===== src/gpif_pkg.sv =====
// Shared stream item type, frame flag positions and command opcode enum
`default_nettype none

package gpif_pkg;

   ////////////////////////////////////////////////////////////////////////////
   // Stream items

   // 16-bit word plus frame flags in the two top bits
   typedef logic [17:0] item_t;

   // Start and end of frame markers inside item_t
   localparam int SOF_BIT = 16;
   localparam int EOF_BIT = 17;

   ////////////////////////////////////////////////////////////////////////////
   // Control endpoint commands

   // Words per command frame: header, address, write data
   localparam int CMD_WORDS = 3;

   // Opcode sits in the upper byte of the command header word
   typedef enum logic [7:0] {
      CMD_READ  = 8'h01,
      CMD_WRITE = 8'h02,
      // Response only, flags an opcode the engine does not know
      CMD_ERR   = 8'hff
   } cmd_op_e;

endpackage

`default_nettype wire

===== src/fifo_to_wb.sv =====
// Command engine turning control frames into Wishbone cycles and response frames
`default_nettype none
`timescale 1ns/1ps

module fifo_to_wb (
   input  wire              gpif_clk,
   input  wire              arst_n_i,
   // Command stream in
   input  wire  gpif_pkg::item_t data_i,
   input  wire              src_rdy_i,
   output logic             dst_rdy_o,
   // Response stream out
   output gpif_pkg::item_t  data_o,
   output logic             src_rdy_o,
   input  wire              dst_rdy_i,
   // Wishbone master
   output logic [15:0]      wb_adr_o,
   output logic [15:0]      wb_dat_o,
   input  wire  [15:0]      wb_dat_i,
   output logic             wb_cyc_o,
   output logic             wb_stb_o,
   output logic             wb_we_o,
   input  wire              wb_ack_i
);

   typedef enum logic [2:0] {
      CMD_HDR,
      CMD_ADR,
      CMD_DAT,
      WB_CYCLE,
      RESP_HDR,
      RESP_DAT
   } state_e;

   state_e            state_q;
   gpif_pkg::cmd_op_e op_q;
   logic [7:0]        tag_q;
   logic [15:0]       adr_q;
   logic [15:0]       dat_q;
   logic              cmd_take;
   logic              resp_take;

   ////////////////////////////////////////////////////////////////////////////
   // Stream handshakes

   assign dst_rdy_o = (state_q == CMD_HDR) || (state_q == CMD_ADR) || (state_q == CMD_DAT);
   assign src_rdy_o = (state_q == RESP_HDR) || (state_q == RESP_DAT);

   assign cmd_take  = src_rdy_i & dst_rdy_o;
   assign resp_take = src_rdy_o & dst_rdy_i;

   always_comb begin
      data_o = '0;
      if (state_q == RESP_HDR) begin
         data_o[15:0]              = {op_q, tag_q};
         data_o[gpif_pkg::SOF_BIT] = 1'b1;
      end else begin
         data_o[15:0]              = dat_q;
         data_o[gpif_pkg::EOF_BIT] = 1'b1;
      end
   end

   ////////////////////////////////////////////////////////////////////////////
   // Wishbone master

   // Strobe and cycle share one lifetime, single beat only
   assign wb_cyc_o = (state_q == WB_CYCLE);
   assign wb_stb_o = wb_cyc_o;
   assign wb_we_o  = wb_cyc_o && (op_q == gpif_pkg::CMD_WRITE);
   assign wb_adr_o = adr_q;
   assign wb_dat_o = dat_q;

   ////////////////////////////////////////////////////////////////////////////
   // Command sequencing

   always_ff @(posedge gpif_clk or negedge arst_n_i) begin
      if (!arst_n_i) begin
         state_q <= CMD_HDR;
      end else begin
         case (state_q)
            // Words without SOF are stray and get dropped here
            CMD_HDR:  if (cmd_take && data_i[gpif_pkg::SOF_BIT]) state_q <= CMD_ADR;
            CMD_ADR:  if (cmd_take) state_q <= CMD_DAT;
            CMD_DAT: begin
               if (cmd_take) begin
                  if (op_q == gpif_pkg::CMD_READ || op_q == gpif_pkg::CMD_WRITE) begin
                     state_q <= WB_CYCLE;
                  end else begin
                     state_q <= RESP_HDR;
                  end
               end
            end
            WB_CYCLE: if (wb_ack_i) state_q <= RESP_HDR;
            RESP_HDR: if (resp_take) state_q <= RESP_DAT;
            RESP_DAT: if (resp_take) state_q <= CMD_HDR;
            default:  state_q <= CMD_HDR;
         endcase
      end
   end

   // Command fields, later reused for the response
   always_ff @(posedge gpif_clk) begin
      case (state_q)
         CMD_HDR: begin
            if (cmd_take) begin
               op_q  <= gpif_pkg::cmd_op_e'(data_i[15:8]);
               tag_q <= data_i[7:0];
            end
         end
         CMD_ADR: if (cmd_take) adr_q <= data_i[15:0];
         CMD_DAT: begin
            if (cmd_take) begin
               if (op_q == gpif_pkg::CMD_READ || op_q == gpif_pkg::CMD_WRITE) begin
                  dat_q <= data_i[15:0];
               end else begin
                  // Unknown opcode, answer with an error and zero data
                  op_q  <= gpif_pkg::CMD_ERR;
                  dat_q <= '0;
               end
            end
         end
         // Write data is echoed as is
         WB_CYCLE: if (wb_ack_i && !wb_we_o) dat_q <= wb_dat_i;
         default: ;
      endcase
   end

endmodule

`default_nettype wire


===== config.mk =====
export PLATFORM = sky130hd
export DESIGN_NAME = fifo_to_wb
export DESIGN_NICKNAME = d
export VERILOG_FILES = /design/src/gpif_pkg.sv /design/src/fifo_to_wb.sv
export SDC_FILE = /design/constraint.sdc
export NUM_CORES = 1
export LEC_CHECK = 0
export BUFFER_PORTS_ARGS = -buffer_cell sky130_fd_sc_hd__clkbuf_2
export CAP_MARGIN = 40
export CELL_PAD_IN_SITES_DETAIL_PLACEMENT = 0
export CELL_PAD_IN_SITES_GLOBAL_PLACEMENT = 1
export CORE_UTILIZATION = 33
export DETAILED_ROUTE_END_ITERATION = 8
export GPL_TIMING_DRIVEN = 0
export PLACE_DENSITY_LB_ADDON = 0.12
export SLEW_MARGIN = 10
export SYNTH_ARGS = -nofsm -noshare
export SYNTH_HDL_FRONTEND = slang
export SYNTH_SLANG_ARGS = --single-unit

===== constraint.sdc =====
create_clock -name gpif_clk -period 2.05 [get_ports gpif_clk]
set_input_delay 0.41 -clock gpif_clk [delete_from_list [all_inputs] [get_ports gpif_clk]]
set_output_delay 0.41 -clock gpif_clk [all_outputs]
set_load 0.02 [all_outputs]

==> flow_summary.ini <==
[synthesis]
synth_enable_flop_cells = 48
syn-instance-count = 169
postSynthRegisterBits = 51
synth_commonest_cells = sky130_fd_sc_hd__edfxtp_1 (48), sky130_fd_sc_hd__nand2_1 (36), sky130_fd_sc_hd__mux2_2 (17)
post-synth-top-area-cell = sky130_fd_sc_hd__edfxtp_1
synth_flop_cell = sky130_fd_sc_hd__edfxtp_1
syn_avg_cell_area_um2 = 13.3
synth.top_cells.by_area = sky130_fd_sc_hd__edfxtp_1 (64%), sky130_fd_sc_hd__mux2_2 (8.5%), sky130_fd_sc_hd__nand2_1 (6.0%), sky130_fd_sc_hd__dfrtp_1 (3.3%), sky130_fd_sc_hd__o21ai_1 (2.2%)
synth-warning-count = 0
post_syn_nets = 208
synth.most_common_cell = sky130_fd_sc_hd__edfxtp_1
syn_area_mm2 = 0.00225
share_of_async_settable_or_async_resettable_flops_after_synthesis_pct = 5.88
yosys.cell_types.count = 31
seq_area_frac_synth_pct = 67.4
yosysTopAreaCellShare_pct = 64.1

[setup_path]
worstPathMaxFanout = 10
critical_path.max_stage_delay_ps = 430
endpoint_arrival_time_on_the_critical_path_ps = 1690
setup.worst_path.class = flip-flop to output port
crit_path_cell_trace = clkbuf_8 -> nand3b_1 -> buf_4 -> nor3_4 -> clkbuf_8
critical-path-slowest-cell = sky130_fd_sc_hd__dfrtp_1
timing.critical_path.to_type = output port
timing.critical_path.from_type = flip-flop
critical_path_buf_inv_count = 3
cp.required_ps = 1640
critical-path-top-cell-by-count = sky130_fd_sc_hd__clkbuf_8
critPathTopFamily = buffers and inverters

[timing]
holdWs_ps = 311
final-hold-violation-count = 0
timing.final.crit_period_ps = 2100
final.setup_skew_ps = 7.47
relSlewSlack_pct = 61.0
drv_slew = 0
rsz_0062_raised_after_global_routing = yes
final-setup-viol-count = 17
max_slew.worst_pin.slew_ps = 585
worst_slack_ps = -54.7
tns_ps = -449
fmax_mhz = 475
post-route-period-util_pct = 103

[placed_design]
place.detailed.hpwl_mm = 4.10
place_worst_setup_slack_ps = -627
finalWeightedCongestion = 0.776
postPlaceCellArea_mm2 = 0.00288
port_buffer_count = 92

[global_routing]
global_route_wire_length_before_repair_mm = 9.23
grt_overflow = 0
first_global_vias = 1804
antenna_found_initial = 0
grt_use_total_pct = 17.1
grt_max_degree = 19

[routing]
via_count = 1739
drc = 6
drtIter0Drc = 76
post_drt_wl_per_cell_um = 16.7
drt-total-wl_mm = 6.07
drtAntennaViolNets = 0
dr.pass1.iters = 9
avgViaCountPerCell = 4.79

[cells_and_area]
drive_above_1_share_pct = 61.5
final.fill_count = 585
finish.net_count = 324
design_area_mm2 = 0.00335
finalCoreUtilization_pct = 51.9
syn2layout_area_growth_pct = 48.9
diodes = 0

[floorplanning]
placement_rows = 29
die_h_um = 84.6
start_util_pct = 34.8
dieArea_mm2 = 0.00715
die_x_um = 84.6
area_inside_the_core_boundary_mm2 = 0.00646
top_level_ports = 94

[pwr]
leakagePower_nw = 1.45
vdd.ir_drop.worst_mv = 0.415
power.density_cell_area_mw_per_mm2 = 1050

[clock_tree]
clock_sinks = 51
cts_tree = done
clk_pin_slew_ps = 90
clock_tree.root_cell = sky130_fd_sc_hd__clkbuf_8
worstSkewPairLatency_ps = 300
clockBufferDepth = 2
tritoncts.num_buffers = 5
h-tree-depth = 2

[min_path]
holdCritPathClass = input port to flip-flop

[status]
violations = design-rule violations, negative setup slack
outcome = finished with violations

[run]
drv.max_cap_violation_count = 0
worst reg2reg max path, cell delays in order (launching register included):
cell and delay [ps]:
sky130_fd_sc_hd__edfxtp_1 410, sky130_fd_sc_hd__or4_4 570, sky130_fd_sc_hd__or4_4 600, sky130_fd_sc_hd__clkbuf_16 210, sky130_fd_sc_hd__o21ai_2 100
metal layers:
layer  share of wire, %  up-vias  track usage, %
li1                   -      850               -
met1                 43      827            21.1
met2                 50       57            30.1
met3                6.0        5            4.62
met4               0.86        0            3.70
met5                  0        -               0
power breakdown:
group	switching, mW	internal (mW)
logic	0.817	0.652
clock network	0.339	0.240
registers	0.0905	1.39
total	1.25	2.28
kinds of logic after synthesis:
logic type / after synthesis / share of synthesized area, %
AOI/OAI and AO/OA: 26 / 7.06
xor gates and xnor gates: 1 / 0.389
and+or+nand+nor: 62 / 13.7
muxes: 17 / 8.51
DFF: 51 / 67.4
buffers and inverters: 12 / 2.89
cells in the final DEF (no fill, tap or decap), types with 3 or more instances in the layout:
master	synthesis	layout
sky130_fd_sc_hd__buf_4	1	14
sky130_fd_sc_hd__buf_2	1	4
sky130_fd_sc_hd__or2_2	8	8
sky130_fd_sc_hd__nand3b_1	3	3
sky130_fd_sc_hd__mux2_2	17	9
sky130_fd_sc_hd__clkbuf_8	0	15
sky130_fd_sc_hd__a21oi_1	4	3
sky130_fd_sc_hd__mux2_4	0	8
sky130_fd_sc_hd__nand2_1	36	36
sky130_fd_sc_hd__clkbuf_2	0	79
sky130_fd_sc_hd__buf_8	0	4
sky130_fd_sc_hd__dfrtp_1	3	3
sky130_fd_sc_hd__edfxtp_1	48	48
sky130_fd_sc_hd__o21ai_2	0	15
sky130_fd_sc_hd__buf_6	2	3
registers in the layout, indices dropped and copies added, names as in the netlist:
register / count
wb_adr_o: 16
wb_dat_o: 16
op_q: 8
tag_q: 8
state_q: 3
repair_timing:
item / in CTS / in global routing
setup endpoints to repair: 57 / 52
hold buffers: 1 / 0
gates cloned: 0 / 1
gates resized for setup: 44 / 34
pin swaps: 6 / 16
buffers inserted: 13 / 1
hold endpoints to repair: 3 / 0
through the flow:
stage	cells	total power, mW
floorplan	169	2.23
global placement	338	2.62
detailed placement	341	2.69
CTS	361	3.51
global route	363	3.70
finish	363	3.53
final cells by class:
| type | count | area [um^2] | share of cell area, % |
|---|---|---|---|
| flip-flops and latches | 51 | 1520 | 45.3 |
| multi-input cells | 106 | 811 | 24.2 |
| repair buffers | 111 | 753 | 22.5 |
| well taps | 77 | 96.3 | 2.88 |
| clock buffers | 6 | 72.6 | 2.17 |
| plain buffers | 7 | 65.1 | 1.94 |
| inverters | 3 | 23.8 | 0.709 |
| clock inverters | 2 | 12.5 | 0.373 |
path summary, 6_finish.rpt:
check / end / slack (ps) / depth (start not counted) / start
worst max-delay path: wb_we_o / -50 / 5 / state_q[2]
worst min-delay path: wb_adr_o[11] / 310 / 1 / data_i[11]
worst max register to register: wb_dat_o[1] / 20 / 4 / op_q[2]
worst min register to register: state_q[1] / 700 / 2 / state_q[2]
max in group asynchronous: state_q[0] / 1500 / 2 / arst_n_i
min in group asynchronous: state_q[1] / 430 / 2 / arst_n_i
Power figures use the tool's default switching activity.
