==> config.mk <==
export PLATFORM = sky130hd
export DESIGN_NAME = gpif_rd
export DESIGN_NICKNAME = d
export VERILOG_FILES = /design/src/gpif_pkg.sv /design/src/gpif_rd.sv
export SDC_FILE = /design/constraint.sdc
export NUM_CORES = 1
export LEC_CHECK = 0
export ABC_AREA = 1
export BUFFER_PORTS_ARGS = -buffer_cell sky130_fd_sc_hd__clkbuf_2
export CAP_MARGIN = 10
export CELL_PAD_IN_SITES_DETAIL_PLACEMENT = 0
export CELL_PAD_IN_SITES_GLOBAL_PLACEMENT = 1
export CORE_MARGIN = 3
export CORE_UTILIZATION = 30
export CTS_BUF_LIST = sky130_fd_sc_hd__clkbuf_8
export CTS_CLUSTER_SIZE = 8
export DETAILED_ROUTE_END_ITERATION = 10
export GPL_ROUTABILITY_DRIVEN = 1
export GPL_TIMING_DRIVEN = 0
export PLACE_DENSITY_LB_ADDON = 0.3
export SKIP_LAST_GASP = 1
export SYNTH_ARGS = -nofsm -noshare
export SYNTH_HDL_FRONTEND = slang
export SYNTH_SLANG_ARGS = --single-unit
==> constraint.sdc <==
create_clock -name gpif_clk -period 1.2 [get_ports gpif_clk]
set_input_delay 0.12 -clock gpif_clk [delete_from_list [all_inputs] [get_ports gpif_clk]]
set_output_delay 0.12 -clock gpif_clk [all_outputs]
set_load 0.01 [all_outputs]
==> src/gpif_pkg.sv <==
// Shared stream item type, frame flag positions and command opcode enum
`default_nettype none

package gpif_pkg;

   ////////////////////////////////////////////////////////////////////////////
   // Stream items

   // 16-bit word plus frame flags in the two top bits
   typedef logic [17:0] item_t;

   // Start and end of frame markers inside item_t
   localparam int SOF_BIT = 16;
   localparam int EOF_BIT = 17;

   ////////////////////////////////////////////////////////////////////////////
   // Control endpoint commands

   // Words per command frame: header, address, write data
   localparam int CMD_WORDS = 3;

   // Opcode sits in the upper byte of the command header word
   typedef enum logic [7:0] {
      CMD_READ  = 8'h01,
      CMD_WRITE = 8'h02,
      // Response only, flags an opcode the engine does not know
      CMD_ERR   = 8'hff
   } cmd_op_e;

endpackage

`default_nettype wire
==> src/gpif_rd.sv <==
// GPIF read side popping RX or response words on host reads, with empty flags
`default_nettype none
`timescale 1ns/1ps

module gpif_rd (
   input  wire              gpif_clk,
   input  wire              arst_n_i,
   // Host read port
   input  wire              gpif_rd_i,
   input  wire              gpif_ep_i,
   output logic [15:0]      gpif_d_o,
   output logic             gpif_eop_o,
   output logic             gpif_empty_d_o,
   output logic             gpif_empty_c_o,
   // RX data stream in
   input  wire  gpif_pkg::item_t data_i,
   input  wire              src_rdy_i,
   output logic             dst_rdy_o,
   // Response stream in
   input  wire  gpif_pkg::item_t resp_i,
   input  wire              resp_src_rdy_i,
   output logic             resp_dst_rdy_o
);

   gpif_pkg::item_t sel_item;
   logic            pop_d;
   logic            pop_c;

   ////////////////////////////////////////////////////////////////////////////
   // Strobe decode

   // One read strobe pops exactly one word from the chosen endpoint
   assign dst_rdy_o      = gpif_rd_i & ~gpif_ep_i;
   assign resp_dst_rdy_o = gpif_rd_i & gpif_ep_i;

   assign pop_d = dst_rdy_o & src_rdy_i;
   assign pop_c = resp_dst_rdy_o & resp_src_rdy_i;

   assign sel_item = gpif_ep_i ? resp_i : data_i;

   // Flags follow the queue heads directly
   assign gpif_empty_d_o = ~src_rdy_i;
   assign gpif_empty_c_o = ~resp_src_rdy_i;

   ////////////////////////////////////////////////////////////////////////////
   // Output register

   // Word and EOP hold until the next successful read
   always_ff @(posedge gpif_clk or negedge arst_n_i) begin
      if (!arst_n_i) begin
         gpif_d_o   <= '0;
         gpif_eop_o <= 1'b0;
      end else if (pop_d || pop_c) begin
         gpif_d_o   <= sel_item[15:0];
         gpif_eop_o <= sel_item[gpif_pkg::EOF_BIT];
      end
   end

endmodule

`default_nettype wire

==> results of run 1 <==
==> logic make-up after synthesis <==
| group | Yosys count | share of synthesized area, % |
|---|---|---|
| flip-flops | 17 | 45.1 |
| AND/OR/NAND/NOR | 107 | 48.5 |
| buffers and inverters | 11 | 6.36 |
==> metal layers <==
metal / GRT usage (%) / routed length, microns / up-vias / part of all wire, %
met5: 0 / 0 / - / 0
met4: 4.55 / 27 / 0 / 1.1
met3: 1.45 / 159 / 2 / 6.3
met2: 20.6 / 1060 / 43 / 42
met1: 21.3 / 1260 / 417 / 50
li1: - / - / 546 / -
==> worst max-delay path, delay by kind of cell <==
family	cells	cell delay (ns)
buf+inv	4	0.61
simple gates	1	0.11
==> cells in the mapped netlist <==
cell / number / share of area, %
inv_2: 1 / 0.40
buf_6: 1 / 1.2
nand2_4: 1 / 1.2
nor2_1: 1 / 0.40
buf_4: 2 / 1.6
nand2_1: 86 / 34
buf_2: 3 / 1.6
nand3_1: 17 / 9.0
inv_1: 4 / 1.6
dfrtp_1: 17 / 45
nand3_4: 2 / 3.7
==> per-stage QoR <==
stage               area (sq um)  setup WS, ns
floorplan                    943         0.436
global placement            1300         0.182
detailed placement          1300         0.168
CTS                         1350         0.246
global route                1350         0.171
finish                      1350         0.244
==> power by group through the flow <==
stage | registers, mW | clock network [mW] | logic, mW
floorplan | 0.780 | 0 | 0.185
global placement | 0.732 | 0 | 0.451
detailed placement | 0.739 | 0 | 0.458
CTS | 0.728 | 0.404 | 0.462
global route | 0.740 | 0.427 | 0.520
finish | 0.727 | 0.391 | 0.455
==> area by class of cell <==
class | count | area (sq um)
Fill cell | 305 | 1530
Multi-Input combinational cell | 107 | 458
Sequential cell | 17 | 425
Timing Repair Buffer | 61 | 310
Tap cell | 42 | 52.6
Clock buffer | 3 | 41.3
Buffer | 6 | 41.3
Inverter | 5 | 18.8
Clock inverter | 1 | 3.75
==> worst max-delay path by stage <==
stage,startpoint,to,depth (start not counted)
6_report,gpif_ep_i,dst_rdy_o,5
3_5_place_dp,gpif_ep_i,gpif_d_o[3],6
2_1_floorplan,gpif_ep_i,gpif_d_o[0],5
5_1_grt,gpif_ep_i,resp_dst_rdy_o,6
3_3_place_gp,gpif_ep_i,gpif_d_o[0],6
4_1_cts,gpif_ep_i,dst_rdy_o,5
==> registers in the layout, summed over array words and instances (netlist names) <==
signal      count
gpif_d_o       16
gpif_eop_o      1
==> impl_metrics.env, run 1 <==
export IMPL_status="finished, final reports clean"
export IMPL_r2r_cells=2
export IMPL_setup_viol=0
export IMPL_portBuffers=60
export IMPL_grt_overflow_total=0
export IMPL_post_route_period_util_pct=79.7
export IMPL_worstMarginPinSlew_ns=0.406
export IMPL_netlist_area_sq_um=943
export IMPL_fin_skew_ns=0
export IMPL_hold_worst_slack_ns=0.168
export IMPL_dp_hpwl_microns=2110
export IMPL_grt_pass1_wl_microns=4050
export IMPL_fmaxAchievable_mhz=1050
export IMPL_via_per_inst=4.17
export IMPL_maxSlewViolCount=0
export IMPL_hp_start="data_i[4]"
export IMPL_worst_hold_path_type="input port to register"
export IMPL_cts_hold_buffers=1
export IMPL_grt_pass1_vias=941
export IMPL_die_w_microns=62.1
export IMPL_ys_types=11
export IMPL_antenna_found_initial=0
export IMPL_rsz0062_at_grt="no"
export IMPL_synth_seq_area_share_pct=45.1
export IMPL_post_route_util_pct=47.0
export IMPL_synthCells=135
export IMPL_power_density_nw_per_um2=1160
export IMPL_cts_made_buffers=3
export IMPL_crit_chain="clkbuf_2 -> buf_4 -> buf_4 -> nor2_1 -> clkbuf_2"
export IMPL_fin_cells=242
export IMPL_ant_nets=0
export IMPL_hold_viol=0
export IMPL_min_to="gpif_d_o[4]"
export IMPL_endpoint_kind="output pin"
export IMPL_r2r_start="gpif_d_o[8]"
export IMPL_worstSkewPairLatency_ns=0.24
export IMPL_num_vias=1008
export IMPL_arrival_ns=0.84
export IMPL_seq_power_share_pct=46.2
export IMPL_maxCapViolCount=0
export IMPL_row_count=19
export IMPL_required_ns=1.08
export IMPL_synth_seq_cells=17
export IMPL_ff2ff_setup_slack_ns=0.55
export IMPL_clockBufferDepth=2
export IMPL_syn_to_final_growth_pct=43.2
export IMPL_die_y_microns=62.1
export IMPL_start_kind="input port"
export IMPL_drive_gt1_share_pct=36.5
export IMPL_crit_type="input port to output pin"
export IMPL_syn_nets=177
export IMPL_clk_pin_slew_ns=0.06
export IMPL_setup_tns_final_ns=0
export IMPL_diodes=0
export IMPL_cp_max_fo=10
export IMPL_relSlewSlack_pct=73.0
export IMPL_p_sw_share_pct=30.0
export IMPL_slowest_stage="buf_4"
export IMPL_p_switching_mw=0.471
export IMPL_ir_drop_mv=0.407
export IMPL_grt_max_degree=18
export IMPL_layout_commonest_cell="nand2_1"
export IMPL_clockPowerShare_pct=24.9
export IMPL_io_pins=63
export IMPL_cts_setup_buffers=0
export IMPL_fin_crit_ns=0.956
export IMPL_total_power_mw=1.57
export IMPL_whs_path_depth=5
export IMPL_core_area_sq_um=2880
export IMPL_dp_cells=237
export IMPL_r2r_end="gpif_d_o[8]"
export IMPL_yosysWarnings=0
export IMPL_cts_tree="built"
export IMPL_combPwrFrac_pct=28.9
export IMPL_detail_route_wl_per_cell_microns=10.4
export IMPL_cts_root_buffer="clkbuf_8"
export IMPL_drtPass1Iterations=4
export IMPL_start_util_pct=32.8
export IMPL_track_usage_pct=14.0
export IMPL_clkSinkCount=17
export IMPL_cts_max_level=1
export IMPL_final_cell_mix="86 x nand2_1, 60 x clkbuf_2, 17 x nand3_1, 17 x dfrtp_1, 5 x inv_1"
export IMPL_final_nets=243
export IMPL_drc=0
export IMPL_cp_slowest_stage_delay_ns=0.18
export IMPL_cts_resized=0
export IMPL_syn_avg_cell_area_sq_um=6.99
export IMPL_dieArea_sq_um=3850
export IMPL_routabilityCongestion=0.706
export IMPL_wirelength_microns=2510
export IMPL_drtIter0Drc=45
export IMPL_p_leak_nw=0.858
export IMPL_power_report_internal_total_mw=1.10
Power figures use the tool's default switching activity.
==> run 2, diff against run 1 <==
--- a/config.mk
+++ b/config.mk
@@ -11,7 +11,7 @@
 export CELL_PAD_IN_SITES_DETAIL_PLACEMENT = 0
 export CELL_PAD_IN_SITES_GLOBAL_PLACEMENT = 1
 export CORE_MARGIN = 3
-export CORE_UTILIZATION = 30
+export CORE_UTILIZATION = 28
 export CTS_BUF_LIST = sky130_fd_sc_hd__clkbuf_8
 export CTS_CLUSTER_SIZE = 8
 export DETAILED_ROUTE_END_ITERATION = 10
==> constraint.sdc (replaced) <==
create_clock -name gpif_clk -period 0.9 [get_ports gpif_clk]
set_input_delay 0.09 -clock gpif_clk [delete_from_list [all_inputs] [get_ports gpif_clk]]
set_output_delay 0.09 -clock gpif_clk [all_outputs]
set_load 0.01 [all_outputs]
==> impl_metrics.env, run 2 (synthesized netlist as in run 1, its figures left out) <==
export IMPL_fmaxAchievable_mhz=1170
export IMPL_dp_cells=239
export IMPL_track_usage_pct=13.2
export IMPL_min_to="gpif_eop_o"
export IMPL_largest_reg_flops=16
export IMPL_crit_family="flip-flops"
export IMPL_clockPowerShare_pct=25.0
export IMPL_top_register="gpif_d_o"
export IMPL_ir_drop_mv=0.543
export IMPL_clockBufferDepth=2
export IMPL_setup_viol=0
export IMPL_final_cell_mix="86 x nand2_1, 60 x clkbuf_2, 17 x nand3_1, 17 x dfrtp_1, 5 x inv_1"
export IMPL_p_switching_mw=0.622
export IMPL_drc=0
export IMPL_start_kind="register"
export IMPL_rsz0062_at_grt="no"
export IMPL_top_regs="gpif_d_o (16), gpif_eop_o (1)"
export IMPL_r2r_cells=2
export IMPL_endpoint_kind="output pin"
export IMPL_drtPass1Iterations=4
export IMPL_dp_hpwl_microns=2130
export IMPL_portBuffers=60
export IMPL_layout_commonest_cell="nand2_1"
export IMPL_maxCapViolCount=0
export IMPL_grt_overflow_total=0
export IMPL_drtIter0Drc=37
export IMPL_start_util_pct=30.2
export IMPL_die_y_microns=64.0
export IMPL_p_sw_share_pct=29.7
export IMPL_worst_hold_path_type="input port to register"
export IMPL_core_area_sq_um=3130
export IMPL_cts_made_buffers=3
export IMPL_cts_tree="built"
export IMPL_detail_route_wl_per_cell_microns=10.1
export IMPL_maxSlewViolCount=0
export IMPL_setup_tns_final_ns=0
export IMPL_combPwrFrac_pct=28.8
export IMPL_multiInputGateArea_sq_um=458
export IMPL_crit_chain="clkbuf_2"
export IMPL_worstMarginPinSlew_ns=0.397
export IMPL_clk_pin_slew_ns=0.06
export IMPL_arrival_ns=0.77
export IMPL_critPathBufInv=1
export IMPL_ff2ff_setup_slack_ns=0.24
export IMPL_final_nets=242
export IMPL_hold_worst_slack_ns=0.136
export IMPL_cp_max_fo=2
export IMPL_power_density_nw_per_um2=1550
export IMPL_post_route_util_pct=43.2
export IMPL_via_per_inst=4.13
export IMPL_dieArea_sq_um=4100
export IMPL_grt_pass1_vias=993
export IMPL_status="finished, final reports clean"
export IMPL_drive_gt1_share_pct=36.2
export IMPL_worstSkewPairLatency_ns=0.24
export IMPL_diodes=0
export IMPL_die_w_microns=64.0
export IMPL_row_count=20
export IMPL_relSlewSlack_pct=73.5
export IMPL_fin_crit_ns=0.857
export IMPL_ant_nets=0
export IMPL_crit_type="register to output pin"
export IMPL_power_report_internal_total_mw=1.47
export IMPL_r2r_end="gpif_d_o[0]"
export IMPL_io_pins=63
export IMPL_cp_slowest_stage_delay_ns=0.39
export IMPL_post_route_period_util_pct=95.2
export IMPL_cts_root_buffer="clkbuf_8"
export IMPL_fin_cells=243
export IMPL_slowest_stage="dfrtp_1"
export IMPL_grt_pass1_wl_microns=4370
export IMPL_clkSinkCount=17
export IMPL_wirelength_microns=2470
export IMPL_syn_to_final_growth_pct=43.1
export IMPL_antenna_found_initial=0
export IMPL_hp_start="data_i[17]"
export IMPL_regArea_sq_um=425
export IMPL_grt_max_degree=18
export IMPL_routabilityCongestion=0.654
export IMPL_seq_power_share_pct=46.1
export IMPL_cts_max_level=1
export IMPL_fin_skew_ns=0
export IMPL_hold_viol=0
export IMPL_whs_path_depth=5
export IMPL_r2r_start="gpif_d_o[0]"
export IMPL_required_ns=0.81
export IMPL_p_leak_nw=0.855
export IMPL_num_vias=1004
export IMPL_nFillCells=340
## run 2: layer usage
layer,up-vias,GRT usage [%],wire length [microns]
met5,-,0,0
met1,416,19.1,1240
met4,0,5.66,38
met3,4,1.93,187
met2,41,19.4,999
li1,543,-,-
## run 2: area by class of cell
cell class | instances | area share, %
Buffer | 5 | 2.78
Clock buffer | 3 | 3.06
Clock inverter | 1 | 0.278
Inverter | 5 | 1.39
Multi-Input combinational cell | 107 | 33.9
Sequential cell | 17 | 31.5
Tap cell | 44 | 4.08
Timing Repair Buffer | 61 | 23.0
## run 2: how the worst max path moves through the flow
stage	startpoint	end	depth (start not counted)
5_1_grt	gpif_d_o[0]	gpif_d_o[0]	1
3_3_place_gp	gpif_ep_i	gpif_d_o[0]	6
4_1_cts	gpif_ep_i	dst_rdy_o	5
3_5_place_dp	gpif_ep_i	gpif_d_o[0]	6
2_1_floorplan	gpif_ep_i	gpif_d_o[0]	5
6_report	gpif_d_o[0]	gpif_d_o[0]	1
## run 2: stage by stage
stage / setup slack [ns] / power [mW] / cell area (sq um)
after floorplan: 0.166 / 1.29 / 943
after global placement: -0.0887 / 1.58 / 1300
after detailed placement: -0.125 / 1.59 / 1300
after CTS: 0.0140 / 2.12 / 1350
after global routing: 0.00783 / 2.24 / 1350
final: 0.0434 / 2.09 / 1350
## run 2: what timing repair did
item                                    CTS  global route
resized for setup                         0             1
buffers inserted                          0             0
hold buffers                              1             0
endpoints found under the setup margin    0             2
hold endpoints to repair                 17             0
## run 2: power by group through the flow
stage                     clock network (mW)  logic (mW)  registers [mW]
final                                  0.523       0.602           0.964
after global routing                   0.567       0.689           0.987
after detailed placement                   0       0.610           0.983
after global placement                     0       0.601           0.978
after CTS                              0.536       0.617           0.968
after floorplan                            0       0.246            1.04
