`src/gpif_pkg.sv`:
```
// Shared stream item type, frame flag positions and command opcode enum
`default_nettype none

package gpif_pkg;

   ////////////////////////////////////////////////////////////////////////////
   // Stream items

   // 16-bit word plus frame flags in the two top bits
   typedef logic [17:0] item_t;

   // Start and end of frame markers inside item_t
   localparam int SOF_BIT = 16;
   localparam int EOF_BIT = 17;

   ////////////////////////////////////////////////////////////////////////////
   // Control endpoint commands

   // Words per command frame: header, address, write data
   localparam int CMD_WORDS = 3;

   // Opcode sits in the upper byte of the command header word
   typedef enum logic [7:0] {
      CMD_READ  = 8'h01,
      CMD_WRITE = 8'h02,
      // Response only, flags an opcode the engine does not know
      CMD_ERR   = 8'hff
   } cmd_op_e;

endpackage

`default_nettype wire
```
`src/gpif_wr.sv`:
```
// GPIF write side framing data and control words into streams, with full flags
`default_nettype none
`timescale 1ns/1ps

module gpif_wr (
   input  wire              gpif_clk,
   input  wire              arst_n_i,
   // Host write port
   input  wire  [15:0]      gpif_d_i,
   input  wire              gpif_wr_i,
   input  wire              gpif_ep_i,
   output logic             gpif_full_d_o,
   output logic             gpif_full_c_o,
   // Data stream out
   output gpif_pkg::item_t  data_o,
   output logic             src_rdy_o,
   input  wire              dst_rdy_i,
   // Control stream out
   output gpif_pkg::item_t  ctrl_o,
   output logic             ctrl_src_rdy_o,
   input  wire              ctrl_dst_rdy_i
);

   typedef enum logic {
      WAIT_LEN,
      PAYLOAD
   } state_e;

   state_e     state_q;
   logic [7:0] remain_q;
   logic       first_q;
   logic [1:0] cword_q;
   logic       wr_d;
   logic       wr_c;

   assign wr_d = gpif_wr_i & ~gpif_ep_i;
   assign wr_c = gpif_wr_i & gpif_ep_i;

   // Host must hold off while a flag is up
   assign gpif_full_d_o = ~dst_rdy_i;
   assign gpif_full_c_o = ~ctrl_dst_rdy_i;

   ////////////////////////////////////////////////////////////////////////////
   // Data endpoint

   // Length word is swallowed, only payload goes downstream
   assign src_rdy_o = wr_d & (state_q == PAYLOAD);

   always_comb begin
      data_o                     = '0;
      data_o[15:0]               = gpif_d_i;
      data_o[gpif_pkg::SOF_BIT]  = first_q;
      data_o[gpif_pkg::EOF_BIT]  = (remain_q == 8'd1);
   end

   always_ff @(posedge gpif_clk or negedge arst_n_i) begin
      if (!arst_n_i) begin
         state_q  <= WAIT_LEN;
         remain_q <= '0;
         first_q  <= 1'b0;
      end else begin
         case (state_q)
            WAIT_LEN: begin
               // Zero length carries no payload, so stay put
               if (wr_d && gpif_d_i[7:0] != 8'd0) begin
                  remain_q <= gpif_d_i[7:0];
                  first_q  <= 1'b1;
                  state_q  <= PAYLOAD;
               end
            end
            PAYLOAD: begin
               if (src_rdy_o && dst_rdy_i) begin
                  remain_q <= remain_q - 1'b1;
                  first_q  <= 1'b0;
                  if (remain_q == 8'd1) begin
                     state_q <= WAIT_LEN;
                  end
               end
            end
            default: state_q <= WAIT_LEN;
         endcase
      end
   end

   ////////////////////////////////////////////////////////////////////////////
   // Control endpoint

   assign ctrl_src_rdy_o = wr_c;

   always_comb begin
      ctrl_o                     = '0;
      ctrl_o[15:0]               = gpif_d_i;
      ctrl_o[gpif_pkg::SOF_BIT]  = (cword_q == 2'd0);
      ctrl_o[gpif_pkg::EOF_BIT]  = (cword_q == 2'(gpif_pkg::CMD_WORDS - 1));
   end

   // Word position inside the current command
   always_ff @(posedge gpif_clk or negedge arst_n_i) begin
      if (!arst_n_i) begin
         cword_q <= '0;
      end else if (wr_c && ctrl_dst_rdy_i) begin
         if (cword_q == 2'(gpif_pkg::CMD_WORDS - 1)) begin
            cword_q <= '0;
         end else begin
            cword_q <= cword_q + 1'b1;
         end
      end
   end

endmodule

`default_nettype wire

```
`config.mk`:
```
export PLATFORM = sky130hd
export DESIGN_NAME = gpif_wr
export DESIGN_NICKNAME = d
export VERILOG_FILES = /design/src/gpif_pkg.sv /design/src/gpif_wr.sv
export SDC_FILE = /design/constraint.sdc
export NUM_CORES = 1
export LEC_CHECK = 0
export BUFFER_PORTS_ARGS = -buffer_cell sky130_fd_sc_hd__buf_2
export CORE_UTILIZATION = 30
export CTS_CLUSTER_DIAMETER = 80
export DETAILED_ROUTE_END_ITERATION = 8
export GPL_TIMING_DRIVEN = 0
export PLACE_DENSITY = 0.67
export SKIP_LAST_GASP = 1
export SYNTH_ARGS = -nofsm -noshare
export SYNTH_HDL_FRONTEND = slang
export SYNTH_SLANG_ARGS = --single-unit
```
`constraint.sdc`:
```
create_clock -name gpif_clk -period 2.1 [get_ports gpif_clk]
set_clock_uncertainty 0.05 [all_clocks]
set_input_delay 0.315 -clock gpif_clk [delete_from_list [all_inputs] [get_ports gpif_clk]]
set_output_delay 0.315 -clock gpif_clk [all_outputs]
set_load 0.03 [all_outputs]
```
==> results.json, run 1 <==
{
  "drtIter0Drc": 49,
  "yosysSeqAreaShare_pct": 28.95,
  "setup-tns-final_ns": -0.003514,
  "clockRootBuffer": "clkbuf_4",
  "drc": 0,
  "ir_drop_v": 0.0004148,
  "routed_wirelength_mm": 2.301,
  "final_common_cell": "buf_2",
  "start_util_pct": 32.64,
  "post_drt_wl_per_cell_um": 10.56,
  "yosys_warnings": 0,
  "cts_sinks": 12,
  "cp-start-kind": "register",
  "drtPass1Iterations": 4,
  "fin_cells": 218,
  "crit_arrival_ns": 1.74,
  "ys_ff_latch": 12,
  "final_area_um2": 1415,
  "grt-ovfl-total": 0,
  "crit_type": "reg -> out",
  "grt_pass1_vias": 803,
  "synth_cell_type_count": 35,
  "crit_end": "data_o[17]",
  "cts_max_level": 1,
  "async_flop_share_pct": 100.0,
  "hold_viol": 0,
  "setup_viol_count_final": 1,
  "rsz0062_at_grt": "yes",
  "setup_slack_ns": -0.003514,
  "die_x_um": 60.80,
  "numCtsBuffers": 3,
  "r2r-start": "remain_q[0]$_DFFE_PN0P_",
  "worstMarginPinSlew_ns": 0.5226,
  "ios": 62,
  "synth_ff_type": "dfrtp_1",
  "slew_viol_final": 0,
  "fp.coreArea_um2": 3178,
  "required_ns": 1.74,
  "min_from": "ctrl_dst_rdy_i",
  "drtAntennaViolNets": 0,
  "antenna_found_initial": 0,
  "fp.dieArea_um2": 3697,
  "nFillCells": 324,
  "clock_path_buffers": 2,
  "cts_tree": "done",
  "grt_pass1_wl_mm": 3.491,
  "hold_ws_ns": 0.2806,
  "maxSlewHeadroom_pct": 64.89,
  "die_y_um": 60.80,
  "timing.rr.end": "remain_q[4]$_DFFE_PN0P_",
  "drive_gt1_share_pct": 56.32,
  "status": "finished with violations",
  "placed_cells": 213,
  "post-dp-hpwl_mm": 1.839,
  "cp-end-kind": "output pin",
  "placed_area_um2": 1358,
  "min_period_ns": 2.104,
  "r2r_cells": 6,
  "synth_top_area_share_pct": 28.95,
  "num_rows": 20,
  "p_per_area_nw_per_um2": 794.9,
  "io_buffers": 53,
  "synth_edf_count": 0,
  "final_cell_mix": "buf_2, buf_4, dfrtp_1, nand2_1",
  "drv_cap": 0,
  "clkLatencyLatePin_ns": 0.28,
  "synthTopCellsByArea": "dfrtp_1, buf_4, mux2i_1, nor2b_1, nand2_1",
  "synth_top_cell_by_area": "dfrtp_1",
  "multi_input_area_um2": 461.7,
  "path_clk_slew_ns": 0.08,
  "rrSetupSlack_ns": 0.40,
  "synth_nets": 140,
  "hp-class": "in -> reg",
  "max_freq_ghz": 0.4754,
  "p_leak_nw": 0.7345,
  "post-route-period-util_pct": 100.2,
  "seqCellArea_um2": 301.5,
  "grt_max_degree": 13,
  "netlist_instances": 116,
  "routed_via_density": 4.381,
  "avgSynthCellArea_um2": 8.942,
  "final_nets": 199,
  "cp_max_fo": 7,
  "gp_congestion": 0.8030,
  "violations": "setup timing",
  "diodes": 0,
  "syn2layout_area_growth_pct": 36.43,
  "syn_area_um2": 1037,
  "grt_util_all_layers_pct": 12.67,
  "startpoint": "remain_q[4]$_DFFE_PN0P_",
  "vias": 955
}
[where the power goes]
part | switching [mW] | internal (mW)
Combinational | 0.306 | 0.234
Clock | 0.0848 | 0.105
Sequential | 0.0839 | 0.310
[sequential cells by signal (all words and copies together) (netlist names)]
signal and flops:
cword_q 2, state_q 1, first_q 1, remain_q 8
[critical path: stages, from the launching register on]
cell	delay (ns)
dfrtp_2	0.45
or4_4	0.54
nor4b_4	0.29
buf_6	0.18
[repair_timing]
item	4_1_cts	5_1_grt
hold buffers	1	0
pin swaps	0	0
endpoints found under the hold margin	12	0
gates resized for setup	2	1
buffers inserted	1	0
endpoints found under the setup margin	1	2
[final cells by class]
type | count | area share, %
Buffer | 34 | 17.86
Clock buffer | 4 | 2.564
Inverter | 5 | 1.326
Multi-Input combinational cell | 64 | 32.63
Sequential cell | 12 | 21.31
Tap cell | 44 | 3.890
Timing Repair Buffer | 55 | 20.42
[through the flow]
stage          total power, mW  worst slack (ns)  util [%]
2_1_floorplan           0.7816            0.2192         -
4_1_cts                  1.125          -0.02280     44.53
6_report                 1.125         -0.003514     44.53
3_5_place_dp            0.9203            0.2047     42.72
5_1_grt                  1.211          -0.08728     44.53
3_3_place_gp            0.9154            0.1935     42.72
[Yosys cell counts (2+ instances only)]
cell     instances
nor4_2           2
o21ai_1          4
nor2b_1          5
buf_4           33
nand2_1          8
dfrtp_1         12
a211o_1          2
mux2i_1          4
ha_1             2
nor3_1           3
and2_1           2
nand3_1          3
a21oi_1          4
nor2_1           3
mux2_1           2
nor3b_1          2
a31oi_1          3
inv_1            5
[cells by family after synthesis]
| group | after synthesis | share of synthesized area, % |
|---|---|---|
| multiplexers | 6 | 6.031 |
| flip-flops | 12 | 28.95 |
| adder cells (fa/ha/maj) | 2 | 2.412 |
| AO/OA/AOI/OAI | 21 | 13.51 |
| buffers and inverters | 40 | 26.54 |
| AND/OR/NAND/NOR | 35 | 22.56 |
[routing by layer]
layer,track usage (%),vias up,part of all wire [%]
li1,-,489,-
met4,1.948,0,0
met2,21.19,27,47
met1,16.32,439,49
met5,0,-,0
met3,4.051,0,4.3
[worst min-delay path by stage]
stage,to,cells past startpoint
after floorplan,cword_q[0]$_DFFE_PN0P_,0
after global placement,cword_q[0]$_DFFE_PN0P_,1
after detailed placement,cword_q[0]$_DFFE_PN0P_,1
after CTS,cword_q[1]$_DFFE_PN0P_,3
after global routing,cword_q[1]$_DFFE_PN0P_,3
final,cword_q[1]$_DFFE_PN0P_,3
No activity file was read; power rests on OpenSTA's default activity.
==> run 2: changes to the inputs <==
Settings changed: BUFFER_PORTS_ARGS -buffer_cell sky130_fd_sc_hd__buf_2 to -buffer_cell sky130_fd_sc_hd__clkbuf_2, RECOVER_POWER set to 100.
==> run 2 against run 1 <==
  * The run now ends clean
  * Combinational power shrank 0.7%
  * Sequential power shrank 4%
  * Via count grew 0.94%
  * Critical path depth is the same
  * Clock power shrank 5%
  * Total power shrank 2.6%
  * Hold slack lost 0.013 ns
  * Global-route usage shrank 0.72 points
  * Final cell count grew 1.4%
==> results.json, run 2 (synthesized netlist as in run 1, its figures left out) <==
{
  "hold_viol": 0,
  "startpoint": "remain_q[3]$_DFFE_PN0P_",
  "total_power_mw": 1.095,
  "multi_input_area_um2": 459.2,
  "nFillCells": 340,
  "critPathSlowestCell": "or4_4",
  "final_nets": 202,
  "routed_via_density": 4.362,
  "vias": 964,
  "clock_path_buffers": 2,
  "min_from": "ctrl_dst_rdy_i",
  "clockRootBuffer": "clkbuf_4",
  "cts_sinks": 12,
  "antenna_found_initial": 0,
  "path_cells": "or4_4 > nor4b_4 > clkbuf_8",
  "cp-end-kind": "output pin",
  "required_ns": 1.74,
  "grt_util_all_layers_pct": 11.95,
  "drtAntennaViolNets": 0,
  "p_leak_nw": 0.6369,
  "numCtsBuffers": 3,
  "routed_wirelength_mm": 2.245,
  "grt-ovfl-total": 0,
  "min_period_ns": 2.094,
  "reg_top3": "remain_q x8, cword_q x2",
  "seqCellArea_um2": 301.5,
  "fin_cells": 221,
  "start_util_pct": 32.64,
  "maxSlewHeadroom_pct": 56.11,
  "crit_arrival_ns": 1.73,
  "rsz0062_at_grt": "yes",
  "grt_max_degree": 13,
  "drive_gt1_share_pct": 33.90,
  "path_clk_slew_ns": 0.07,
  "drtPass1Iterations": 4,
  "max_freq_ghz": 0.4775,
  "cp_max_fo": 4,
  "largest_reg_flops": 8,
  "clkLatencyLatePin_ns": 0.27,
  "critPathMaxStageDelay_ns": 0.58,
  "post-dp-hpwl_mm": 1.829,
  "critPathTopFamily": "simple AND/OR/NAND/NOR gates",
  "fp.dieArea_um2": 3697,
  "syn2layout_area_growth_pct": 33.53,
  "ios": 62,
  "drc": 0,
  "crit_type": "reg -> out",
  "ir_drop_v": 0.0004126,
  "post-route-period-util_pct": 99.73,
  "cts_tree": "done",
  "die_x_um": 60.80,
  "grt_pass1_wl_mm": 3.270,
  "grt_pass1_vias": 754,
  "r2r-start": "remain_q[2]$_DFFE_PN0P_",
  "worstMarginPinSlew_ns": 0.6584,
  "p_per_area_nw_per_um2": 790.7,
  "post_drt_wl_per_cell_um": 10.16,
  "postLayoutCoreUtil_pct": 43.58,
  "placed_cells": 213,
  "final_common_cell": "clkbuf_1",
  "gp_congestion": 0.8215,
  "cp-start-kind": "register",
  "num_rows": 20,
  "die_y_um": 60.80,
  "status": "finished, final reports clean",
  "hp-class": "in -> reg",
  "top_register": "remain_q",
  "drtIter0Drc": 31,
  "setup_viol_count_final": 0,
  "io_buffers": 53,
  "cts_max_level": 1,
  "cp.buffers_inverters": 1,
  "drv_cap": 0,
  "slew_viol_final": 0,
  "diodes": 0,
  "final_cell_mix": "clkbuf_1, buf_4, clkbuf_2, dfrtp_1, nand2_1",
  "fp.coreArea_um2": 3178
}
run 2: cell types whose count changed in the layout (fill, tap and decap cells not counted), moves of 2 or more:
| cell | previous run | this run |
|---|---|---|
| buf_2 | 53 | 1 |
| clkbuf_2 | 0 | 13 |
| buf_4 | 34 | 36 |
| clkbuf_1 | 0 | 40 |
| o21ai_0 | 0 | 2 |
| o21ai_1 | 4 | 2 |
run 2: path summary, 6_finish.rpt:
check | to | slack [ns] | cells past startpoint
worst max-delay path | data_o[17] | 0.006 | 3
worst min-delay path | cword_q[1]$_DFFE_PN0P_ | 0.27 | 3
worst max register to register | remain_q[5]$_DFFE_PN0P_ | 0.35 | 4
worst min register to register | first_q$_DFFE_PN0P_ | 0.43 | 2
max in group asynchronous | remain_q[4]$_DFFE_PN0P_ | 1.02 | 2
min in group asynchronous | cword_q[0]$_DFFE_PN0P_ | 0.52 | 2
run 2: metal layers:
layer	vias up	track usage, %	share of wire [%]
met2	27	18.84	46
met3	2	3.838	4.8
li1	498	-	-
met5	-	0	0
met1	437	15.91	49
met4	0	2.922	0.62
run 2: power breakdown:
group | total (mW) | internal (mW) | leakage, nW | switching [mW]
Clock | 0.181 | 0.105 | 0.0210 | 0.0754
Combinational | 0.536 | 0.218 | 0.482 | 0.318
Sequential | 0.378 | 0.311 | 0.134 | 0.0675
run 2: worst min-delay path, cell delays in order:
cell and delay, ns:
clkbuf_2 0.10, nand3_1 0.07, o21ai_0 0.07
run 2: final cells by class:
cell class	instances	area share (%)
Buffer	35	18.52
Clock buffer	4	2.620
Inverter	5	1.355
Multi-Input combinational cell	64	33.15
Sequential cell	12	21.77
Tap cell	44	3.975
Timing Repair Buffer	57	18.61
run 2: through the flow:
step                      worst slack [ns]  setup TNS, ns  instance area (um2)  hold WS, ns
after detailed placement            0.1926              0                 1358       0.1670
after global routing              -0.08607       -0.08607                 1385       0.2730
after floorplan                     0.2192              0                 1037     -0.03059
final                             0.005663              0                 1385       0.2680
after global placement              0.1815              0                 1358       0.1624
after CTS                         -0.05840       -0.05840                 1436       0.2470
run 2: what timing repair did:
item	4_1_cts	5_1_grt
pin swaps	1	1
gates resized for setup	3	0
hold endpoints to repair	12	0
setup buffers	3	0
endpoints found under the setup margin	1	1
hold buffers	1	0
