### src/gpif_pkg.sv
// Shared stream item type, frame flag positions and command opcode enum
`default_nettype none

package gpif_pkg;

   ////////////////////////////////////////////////////////////////////////////
   // Stream items

   // 16-bit word plus frame flags in the two top bits
   typedef logic [17:0] item_t;

   // Start and end of frame markers inside item_t
   localparam int SOF_BIT = 16;
   localparam int EOF_BIT = 17;

   ////////////////////////////////////////////////////////////////////////////
   // Control endpoint commands

   // Words per command frame: header, address, write data
   localparam int CMD_WORDS = 3;

   // Opcode sits in the upper byte of the command header word
   typedef enum logic [7:0] {
      CMD_READ  = 8'h01,
      CMD_WRITE = 8'h02,
      // Response only, flags an opcode the engine does not know
      CMD_ERR   = 8'hff
   } cmd_op_e;

endpackage

`default_nettype wire
### src/stream_fifo.sv
// Synchronous first-word-fall-through FIFO for stream items with clear
`default_nettype none
`timescale 1ns/1ps

module stream_fifo #(
   parameter int SIZE = 4
) (
   input  wire                    gpif_clk,
   input  wire                    arst_n_i,
   input  wire                    clear_i,
   // Write side
   input  wire  gpif_pkg::item_t  data_i,
   input  wire                    src_rdy_i,
   output logic                   dst_rdy_o,
   // Read side
   output gpif_pkg::item_t        data_o,
   output logic                   src_rdy_o,
   input  wire                    dst_rdy_i
);

   localparam int DEPTH = 2 ** SIZE;

   gpif_pkg::item_t mem [DEPTH];

   logic [SIZE-1:0] wr_ptr_q;
   logic [SIZE-1:0] rd_ptr_q;
   logic [SIZE:0]   count_q;
   logic            push;
   logic            pop;

   // Top count bit is set only when all DEPTH entries are taken
   assign dst_rdy_o = ~count_q[SIZE];
   assign src_rdy_o = |count_q;

   assign push = src_rdy_i & dst_rdy_o;
   assign pop  = src_rdy_o & dst_rdy_i;

   // Head of queue is always visible
   assign data_o = mem[rd_ptr_q];

   always_ff @(posedge gpif_clk) begin
      if (push) begin
         mem[wr_ptr_q] <= data_i;
      end
   end

   always_ff @(posedge gpif_clk or negedge arst_n_i) begin
      if (!arst_n_i) begin
         wr_ptr_q <= '0;
         rd_ptr_q <= '0;
         count_q  <= '0;
      end else if (clear_i) begin
         wr_ptr_q <= '0;
         rd_ptr_q <= '0;
         count_q  <= '0;
      end else begin
         if (push) begin
            wr_ptr_q <= wr_ptr_q + 1'b1;
         end
         if (pop) begin
            rd_ptr_q <= rd_ptr_q + 1'b1;
         end
         // Simultaneous push and pop leaves the count alone
         case ({push, pop})
            2'b10:   count_q <= count_q + 1'b1;
            2'b01:   count_q <= count_q - 1'b1;
            default: count_q <= count_q;
         endcase
      end
   end

endmodule

`default_nettype wire

### config.mk
export PLATFORM = sky130hd
export DESIGN_NAME = stream_fifo
export DESIGN_NICKNAME = d
export VERILOG_FILES = /design/src/gpif_pkg.sv /design/src/stream_fifo.sv
export SDC_FILE = /design/constraint.sdc
export NUM_CORES = 1
export LEC_CHECK = 0
export BUFFER_PORTS_ARGS = -buffer_cell sky130_fd_sc_hd__buf_4
export CORE_MARGIN = 5
export CORE_UTILIZATION = 45
export CTS_CLUSTER_SIZE = 40
export DETAILED_ROUTE_END_ITERATION = 16
export PLACE_DENSITY = 0.58
export SLEW_MARGIN = 0
export SYNTH_ARGS = -nofsm -noshare
export SYNTH_HDL_FRONTEND = slang
export SYNTH_SLANG_ARGS = --single-unit
### constraint.sdc
create_clock -name gpif_clk -period 5.94 [get_ports gpif_clk]
set_clock_uncertainty 0.05 [all_clocks]
set_input_delay 1.188 -clock gpif_clk [delete_from_list [all_inputs] [get_ports gpif_clk]]
set_output_delay 1.188 -clock gpif_clk [all_outputs]
set_load 0.03 [all_outputs]
==> impl_metrics.csv, run 1 <==
group,metric,value,unit
run_status,run_status,"finished clean",
worst_setup_path,r2r_slack,3.15,ns
detailed_routing,route.detailed.drc,0,
timing,setup_violations,0,
worst_setup_path,critPathCaptureType,"output port",
detailed_routing,wl,25800,um
power_and_ir_drop,internal_power,4000,uW
worst_setup_path,worstReg2RegStart,"count_q[0]",
detailed_routing,drt-initial-drc-count,505,
clock_network,clk_latency,0.54,ns
timing,fin_crit_sh,73.5,%
floorplanning,core,25800,um^2
final_layout,num_antenna_cells,0,
floorplanning,die_w,171,um
clock_network,clockBufferDepth,3,
grt,grt_pass1_vias,5935,
worst_setup_path,r2r_cells,8,
logic_synthesis,yosys_warnings,0,
power_and_ir_drop,p_switching,1430,uW
final_layout,final_common_cell,"edfxtp_1",
logic_synthesis,netlist_top_cells_area,"edfxtp_1 74%, mux4_2 14%, dfrtp_1 2.8%",
logic_synthesis,synth_top_area_cell,"edfxtp_1",
run,maxCapViolCount,0,
grt,grt-ovfl-total,0,
detailed_routing,postRouteAntennaNets,0,
clock_network,cts.repair.resized,0,
placement,hpwl,14600,um
timing,rsz0062_at_grt,"false",
logic_synthesis,syn_area,11700,um^2
clock_network,cts_buffers,31,
timing,tightestPinTransition,1.25,ns
power_and_ir_drop,p_per_area,402,nW/um^2
power_and_ir_drop,switching_share,26.3,%
clock_network,holdBufCountCts,0,
timing,timing.fmax,229,MHz
hold_path,worstHoldPathType,"primary input to async pin",
logic_synthesis,ys_seq_area_share,76.5,%
timing,min_period,4.37,ns
logic_synthesis,synth_seq_cells,301,
final_layout,finalNonFillerCells,979,
worst_setup_path,startpoint,"rd_ptr_q[0]",
grt,grt_max_degree,47,
final_layout,final_cell_mix,"288 x edfxtp_1, 72 x mux4_2, 66 x buf_4, 36 x a22oi_1, 31 x clkbuf_16",
grt,antenna_found_initial,0,
timing,tns,0,ns
final_layout,drive_gt1_share,30.6,%
placement,portBuffers,42,
detailed_routing,dr.pass1.iters,4,
logic_synthesis,netlist-cell-type-count,41,
timing,finalHoldViolations,0,
power_and_ir_drop,clock_power_share,34.4,%
clock_network,htreeDepth,1,
timing,drv_slew,0,
worst_setup_path,crit_arrival,3.13,ns
final_layout,fin_nets,652,
worst_setup_path,required,4.70,ns
placement,post-place-cells,922,
floorplanning,io_pins,43,
clock_network,clkTransAtPathRegs,0.06,ns
clock_network,cts_root_buf,"clkbuf_16",
detailed_routing,num_vias,5663,
placement,place_congestion,0.778,
worst_setup_path,critPathMaxFanout,45,
timing,max_slew_margin,16.6,%
final_layout,area_growth,15.4,%
grt,grt_pass1_wl,38300,um
power_and_ir_drop,p_seq_share,46.7,%
logic_synthesis,syn_avg_cell_area,21.4,um^2
worst_setup_path,critPathKind,"register to output port",
logic_synthesis,syn_nets,580,
clock_network,cts_tree,"built",
floorplanning,dieArea,29400,um^2
floorplanning,rows,59,
clock_network,cts_sinks,301,
clock_network,cts_setup_buffers,0,
power_and_ir_drop,pwr-share-comb,18.8,%
logic_synthesis,syn_inst,548,
worst_setup_path,rr_endpoint,"count_q[4]",
grt,gr-usage-all-layers,17.9,%
worst_setup_path,startpoint_type,"register",
power_and_ir_drop,max-vdd-ir-drop,0.000274,V
detailed_routing,wire_per_inst,26.4,um
timing,fin_hold_ws,0.430,ns
floorplanning,die_y,171,um
power_and_ir_drop,leakage,0.00441,uW
logic_synthesis,synth_top_area_share,73.8,%
floorplanning,initial_core_util,45.4,%
detailed_routing,drt-vias-per-instance,5.78,
-- cell families after synthesis --
group / Yosys count / synth area share, %
compound gates: 53 / 3.56
xor+xnor: 7 / 0.523
fa+ha+maj: 9 / 1.02
buf+inv: 34 / 1.27
flops: 301 / 76.5
mux: 73 / 13.9
simple gates: 71 / 3.16
-- Yosys cell counts (all sizes together) --
master    n
edfxtp  288
mux4     72
a22oi    36
nand2    23
and2     18
buf      14
clkbuf   13
dfrtp    13
nor2     11
ha        8
inv       7
xor2      6
nor2b     5
a21oi     4
nand2b    3
o211ai    3
a21o      2
and3      2
nand3     2
nand4b    2
o21ai     2
o41ai     2
or4       2
a211oi    1
a21boi    1
a31oi     1
fa        1
mux2i     1
nand4     1
nor3      1
nor3b     1
o31ai     1
xnor2     1
-- per-layer routing --
layer	vias up	track usage [%]	wire length, um
met2	181	29.0	12700
met4	0	4.58	525
met5	-	0	0
met1	3014	25.5	10900
met3	45	3.15	1620
li1	2423	-	-
-- cell type report --
class,instances,area [um^2]
inverter,7,26.3
fill,2041,12300
tap,335,419
clock inverter,24,214
clock buffer,33,783
timing repair buffer,66,495
sequential,301,8980
multi-input combinational,213,2610
-- through the flow --
step / utilization [%] / total power, uW / cell area [um^2] / setup slack, ns
floorplan: - / 3320 / 11700 / 2.92
global placement: 48.5 / 3600 / 12500 / 2.07
detailed placement: 48.5 / 3630 / 12500 / 2.05
CTS: 52.3 / 5500 / 13500 / 1.46
global route: 52.3 / 5670 / 13500 / 1.31
finish: 52.3 / 5430 / 13500 / 1.57
-- worst max-delay path, cell delays in order (launching register included) --
cell and delay (ns):
dfrtp_4 1.05, buf_4 0.46, mux4_2 0.54, a22oi_1 0.19
nand2_1 0.11, buf_4 0.19
-- power by group through the flow --
stage	clock network [uW]	logic [uW]	registers, uW
after floorplan	0	864	2460
after global placement	0	1020	2590
after detailed placement	0	1040	2590
after CTS	1910	1040	2550
after global routing	2000	1100	2560
final	1870	1020	2540
-- flip-flops by register name, indices dropped and copies added (netlist names) --
name	flops
count_q	5
mem	288
rd_ptr_q	4
wr_ptr_q	4
-- worst max path at each step --
stage | endpoint | slack (ns) | cells past startpoint
after floorplan | data_o[13] | 2.92 | 5
after global placement | data_o[11] | 2.07 | 5
after detailed placement | data_o[12] | 2.05 | 5
after CTS | data_o[11] | 1.46 | 5
after global routing | data_o[12] | 1.31 | 5
final | data_o[11] | 1.57 | 5
(Power assumes the default switching activity.)
==> run 2: changes to the inputs <==
- ABC_AREA: unset -> 1
- PLACE_DENSITY: 0.58 -> 0.6
- clock period: 5.94 -> 3.88 ns (I/O delays scaled with it)
==> impl_metrics.csv, run 2 <==
group,metric,value,unit
worst_setup_path,critPathMaxFanout,26,
timing,min_period,3.33,ns
run_status,run_status,"finished clean",
timing,rsz0062_at_grt,"false",
power_and_ir_drop,total_power,8860,uW
logic_synthesis,netlist_top_cells_area,"edfxtp_1 71%, nor2_1 7.3%, o211ai_1 4.4%",
clock_network,cts.repair.resized,0,
floorplanning,die_y,175,um
worst_setup_path,crit_chain,"inv_4 -> buf_4 -> nor2_1 -> nor2_1 -> o21ai_1 -> o211ai_1 -> nand3_1 -> nand2_1 -> buf_4",
timing,fin_hold_ws,0.0322,ns
hold_path,worstHoldPathType,"primary input to async pin",
power_and_ir_drop,pwr-share-comb,25.6,%
worst_setup_path,critPathMaxStageDelay,0.50,ns
worst_setup_path,r2r_slack,1.68,ns
grt,grtUsageMet3,2.48,%
floorplanning,io_pins,43,
grt,met1_usage,27.3,%
placement,pre_cts_slack,1.12,ns
worst_setup_path,crit_arrival,2.50,ns
timing,setup_slack,0.551,ns
clock_network,cts_root_buf,"clkbuf_16",
logic_synthesis,syn_inst,956,
detailed_routing,drt-initial-drc-count,657,
power_and_ir_drop,p_switching,2820,uW
grt,antenna_found_initial,1,
detailed_routing,dr.pass1.iters,7,
power_and_ir_drop,internal_power,6040,uW
timing,fin_crit_sh,85.8,%
floorplanning,rows,60,
logic_synthesis,syn_avg_cell_area,12.7,um^2
power_and_ir_drop,p_seq_share,42.3,%
floorplanning,core,26800,um^2
logic_synthesis,synth_seq_cells,301,
floorplanning,dieArea,30500,um^2
timing,max_slew_margin,36.0,%
final_layout,largest_reg_flops,288,
final_layout,area_growth,14.3,%
final_layout,final_cell_mix,"288 x edfxtp_1, 220 x nor2_1, 106 x o21ai_0, 72 x o211ai_1, 67 x buf_4",
logic_synthesis,synth_top_area_cell,"edfxtp_1",
logic_synthesis,ys_seq_area_share,73.7,%
grt,grt_pass1_wl,44700,um
clock_network,clockBufferDepth,3,
placement,place_congestion,0.745,
clock_network,cts_setup_buffers,0,
clock_network,clkTransAtPathRegs,0.06,ns
logic_synthesis,netlist-cell-type-count,29,
detailed_routing,drt-vias-per-instance,5.59,
power_and_ir_drop,clock_power_share,32.1,%
final_layout,finalNonFillerCells,1368,
logic_synthesis,synth-edff-count,288,
clock_network,cts_tree,"built",
grt,gr-usage-all-layers,19.1,%
placement,post-place-cells,1311,
timing,tns,0,ns
final_layout,drive_gt1_share,13.5,%
final_layout,final_common_cell,"edfxtp_1",
power_and_ir_drop,p_per_area,636,nW/um^2
floorplanning,initial_core_util,45.5,%
final_layout,top_register,"mem",
clock_network,cts_buffers,31,
timing,tightestPinTransition,0.954,ns
grt,grt_pass1_vias,7340,
grt,gr-usage-met2,31.4,%
clock_network,clk_latency,0.54,ns
final_layout,nFillCells,2321,
timing,timing.fmax,300,MHz
worst_setup_path,critPathKind,"register to output port",
logic_synthesis,ys_async_sr_fraction,4.32,%
clock_network,htreeDepth,1,
power_and_ir_drop,leakage,0.00462,uW
power_and_ir_drop,switching_share,31.8,%
final_layout,multi_input_area,2860,um^2
detailed_routing,route.detailed.drc,0,
logic_synthesis,yosys-top-cells-count,"288 x edfxtp_1, 236 x nor2_1, 106 x o21ai_0, 72 x o211ai_1, 48 x nand2_1",
timing,setup_violations,0,
final_layout,fin_nets,1035,
logic_synthesis,synthFlopType,"edfxtp_1",
worst_setup_path,critPathCaptureType,"output port",
logic_synthesis,synth_top_area_share,71.0,%
logic_synthesis,synth.most_common_cell,"edfxtp_1",
final_layout,seqCellArea,8980,um^2
logic_synthesis,yosys_warnings,0,
detailed_routing,postRouteAntennaNets,0,
detailed_routing,wl,29700,um
worst_setup_path,startpoint_type,"register",
final_layout,reg_top3,"mem (288), count_q (5)",
placement,hpwl,15400,um
grt,busiest_layer,"met2",
floorplanning,die_w,175,um
run,maxCapViolCount,0,
power_and_ir_drop,max-vdd-ir-drop,0.000477,V
worst_setup_path,slowest_stage,"dfrtp_4",
logic_synthesis,syn_area,12200,um^2
timing,finalHoldViolations,0,
clock_network,cts_sinks,301,
detailed_routing,wire_per_inst,21.7,um
grt,grt-ovfl-total,0,
clock_network,holdBufCountCts,0,
detailed_routing,num_vias,7651,
placement,portBuffers,42,
logic_synthesis,syn_nets,988,
worst_setup_path,required,3.05,ns
grt,grt_max_degree,147,
timing,drv_slew,0,
-- run 2: cell count changes after synthesis, moves of 11 or more --
cell,before,now
o21ai_0,1,106
and2_1,17,0
clkbuf_1,12,23
o211ai_1,2,72
a22oi_1,36,0
nand3_1,2,45
nand2_1,23,48
nor2_1,11,236
mux4_2,72,0
o21ai_1,0,46
-- run 2: logic make-up after synthesis --
kind of cell	Yosys count	synth area share, %
fa+ha+maj	9	0.986
xor+xnor	3	0.216
simple gates	333	10.8
compound gates	233	11.1
buf+inv	77	3.21
flops	301	73.7
-- run 2: power by group through the flow --
stage	registers (uW)	clock network [uW]	logic (uW)
floorplan	3770	0	1670
global placement	3810	0	2260
detailed placement	3810	0	2280
CTS	3740	2890	2290
global route	3750	3040	2520
finish	3740	2840	2270
-- run 2: area by class of cell --
type / count / area share, %
clock buffer: 32 / 5.60
sequential: 301 / 64.5
antenna: 1 / 0.0180
inverter: 19 / 0.530
clock inverter: 24 / 1.39
timing repair buffer: 72 / 4.33
multi-input combinational: 578 / 20.5
tap: 341 / 3.07
-- run 2: final timing paths --
check | start | end | depth (start not counted)
worst min-delay path | arst_n_i | rd_ptr_q[0] | 1
max in group asynchronous | arst_n_i | rd_ptr_q[1] | 1
worst max register to register | count_q[4] | count_q[4] | 11
worst min register to register | wr_ptr_q[3] | wr_ptr_q[3] | 1
min in group gpif_clk | clear_i | rd_ptr_q[1] | 2
worst max-delay path | rd_ptr_q[0] | data_o[5] | 9
-- run 2: through the flow --
step / instance area [um^2] / util (%)
after floorplan: 12200 / -
after global placement: 12900 / 48.3
after detailed placement: 12900 / 48.3
after CTS: 13900 / 51.9
after global routing: 13900 / 51.9
final: 13900 / 51.9
-- run 2: critical path, delay by kind of cell, from the launching register on --
| kind | cells | cell delay [ns] |
|---|---|---|
| flip-flops | 1 | 0.50 |
| AO/OA/AOI/OAI | 2 | 0.17 |
| buffers and inverters | 3 | 0.81 |
| AND/OR/NAND/NOR | 4 | 0.46 |
-- run 2: routing by layer --
metal  routed length (um)  vias up
met5                    0        -
met4                  690        0
met3                 1460       38
met2                14300      201
met1                13200     3828
li1                     -     3584
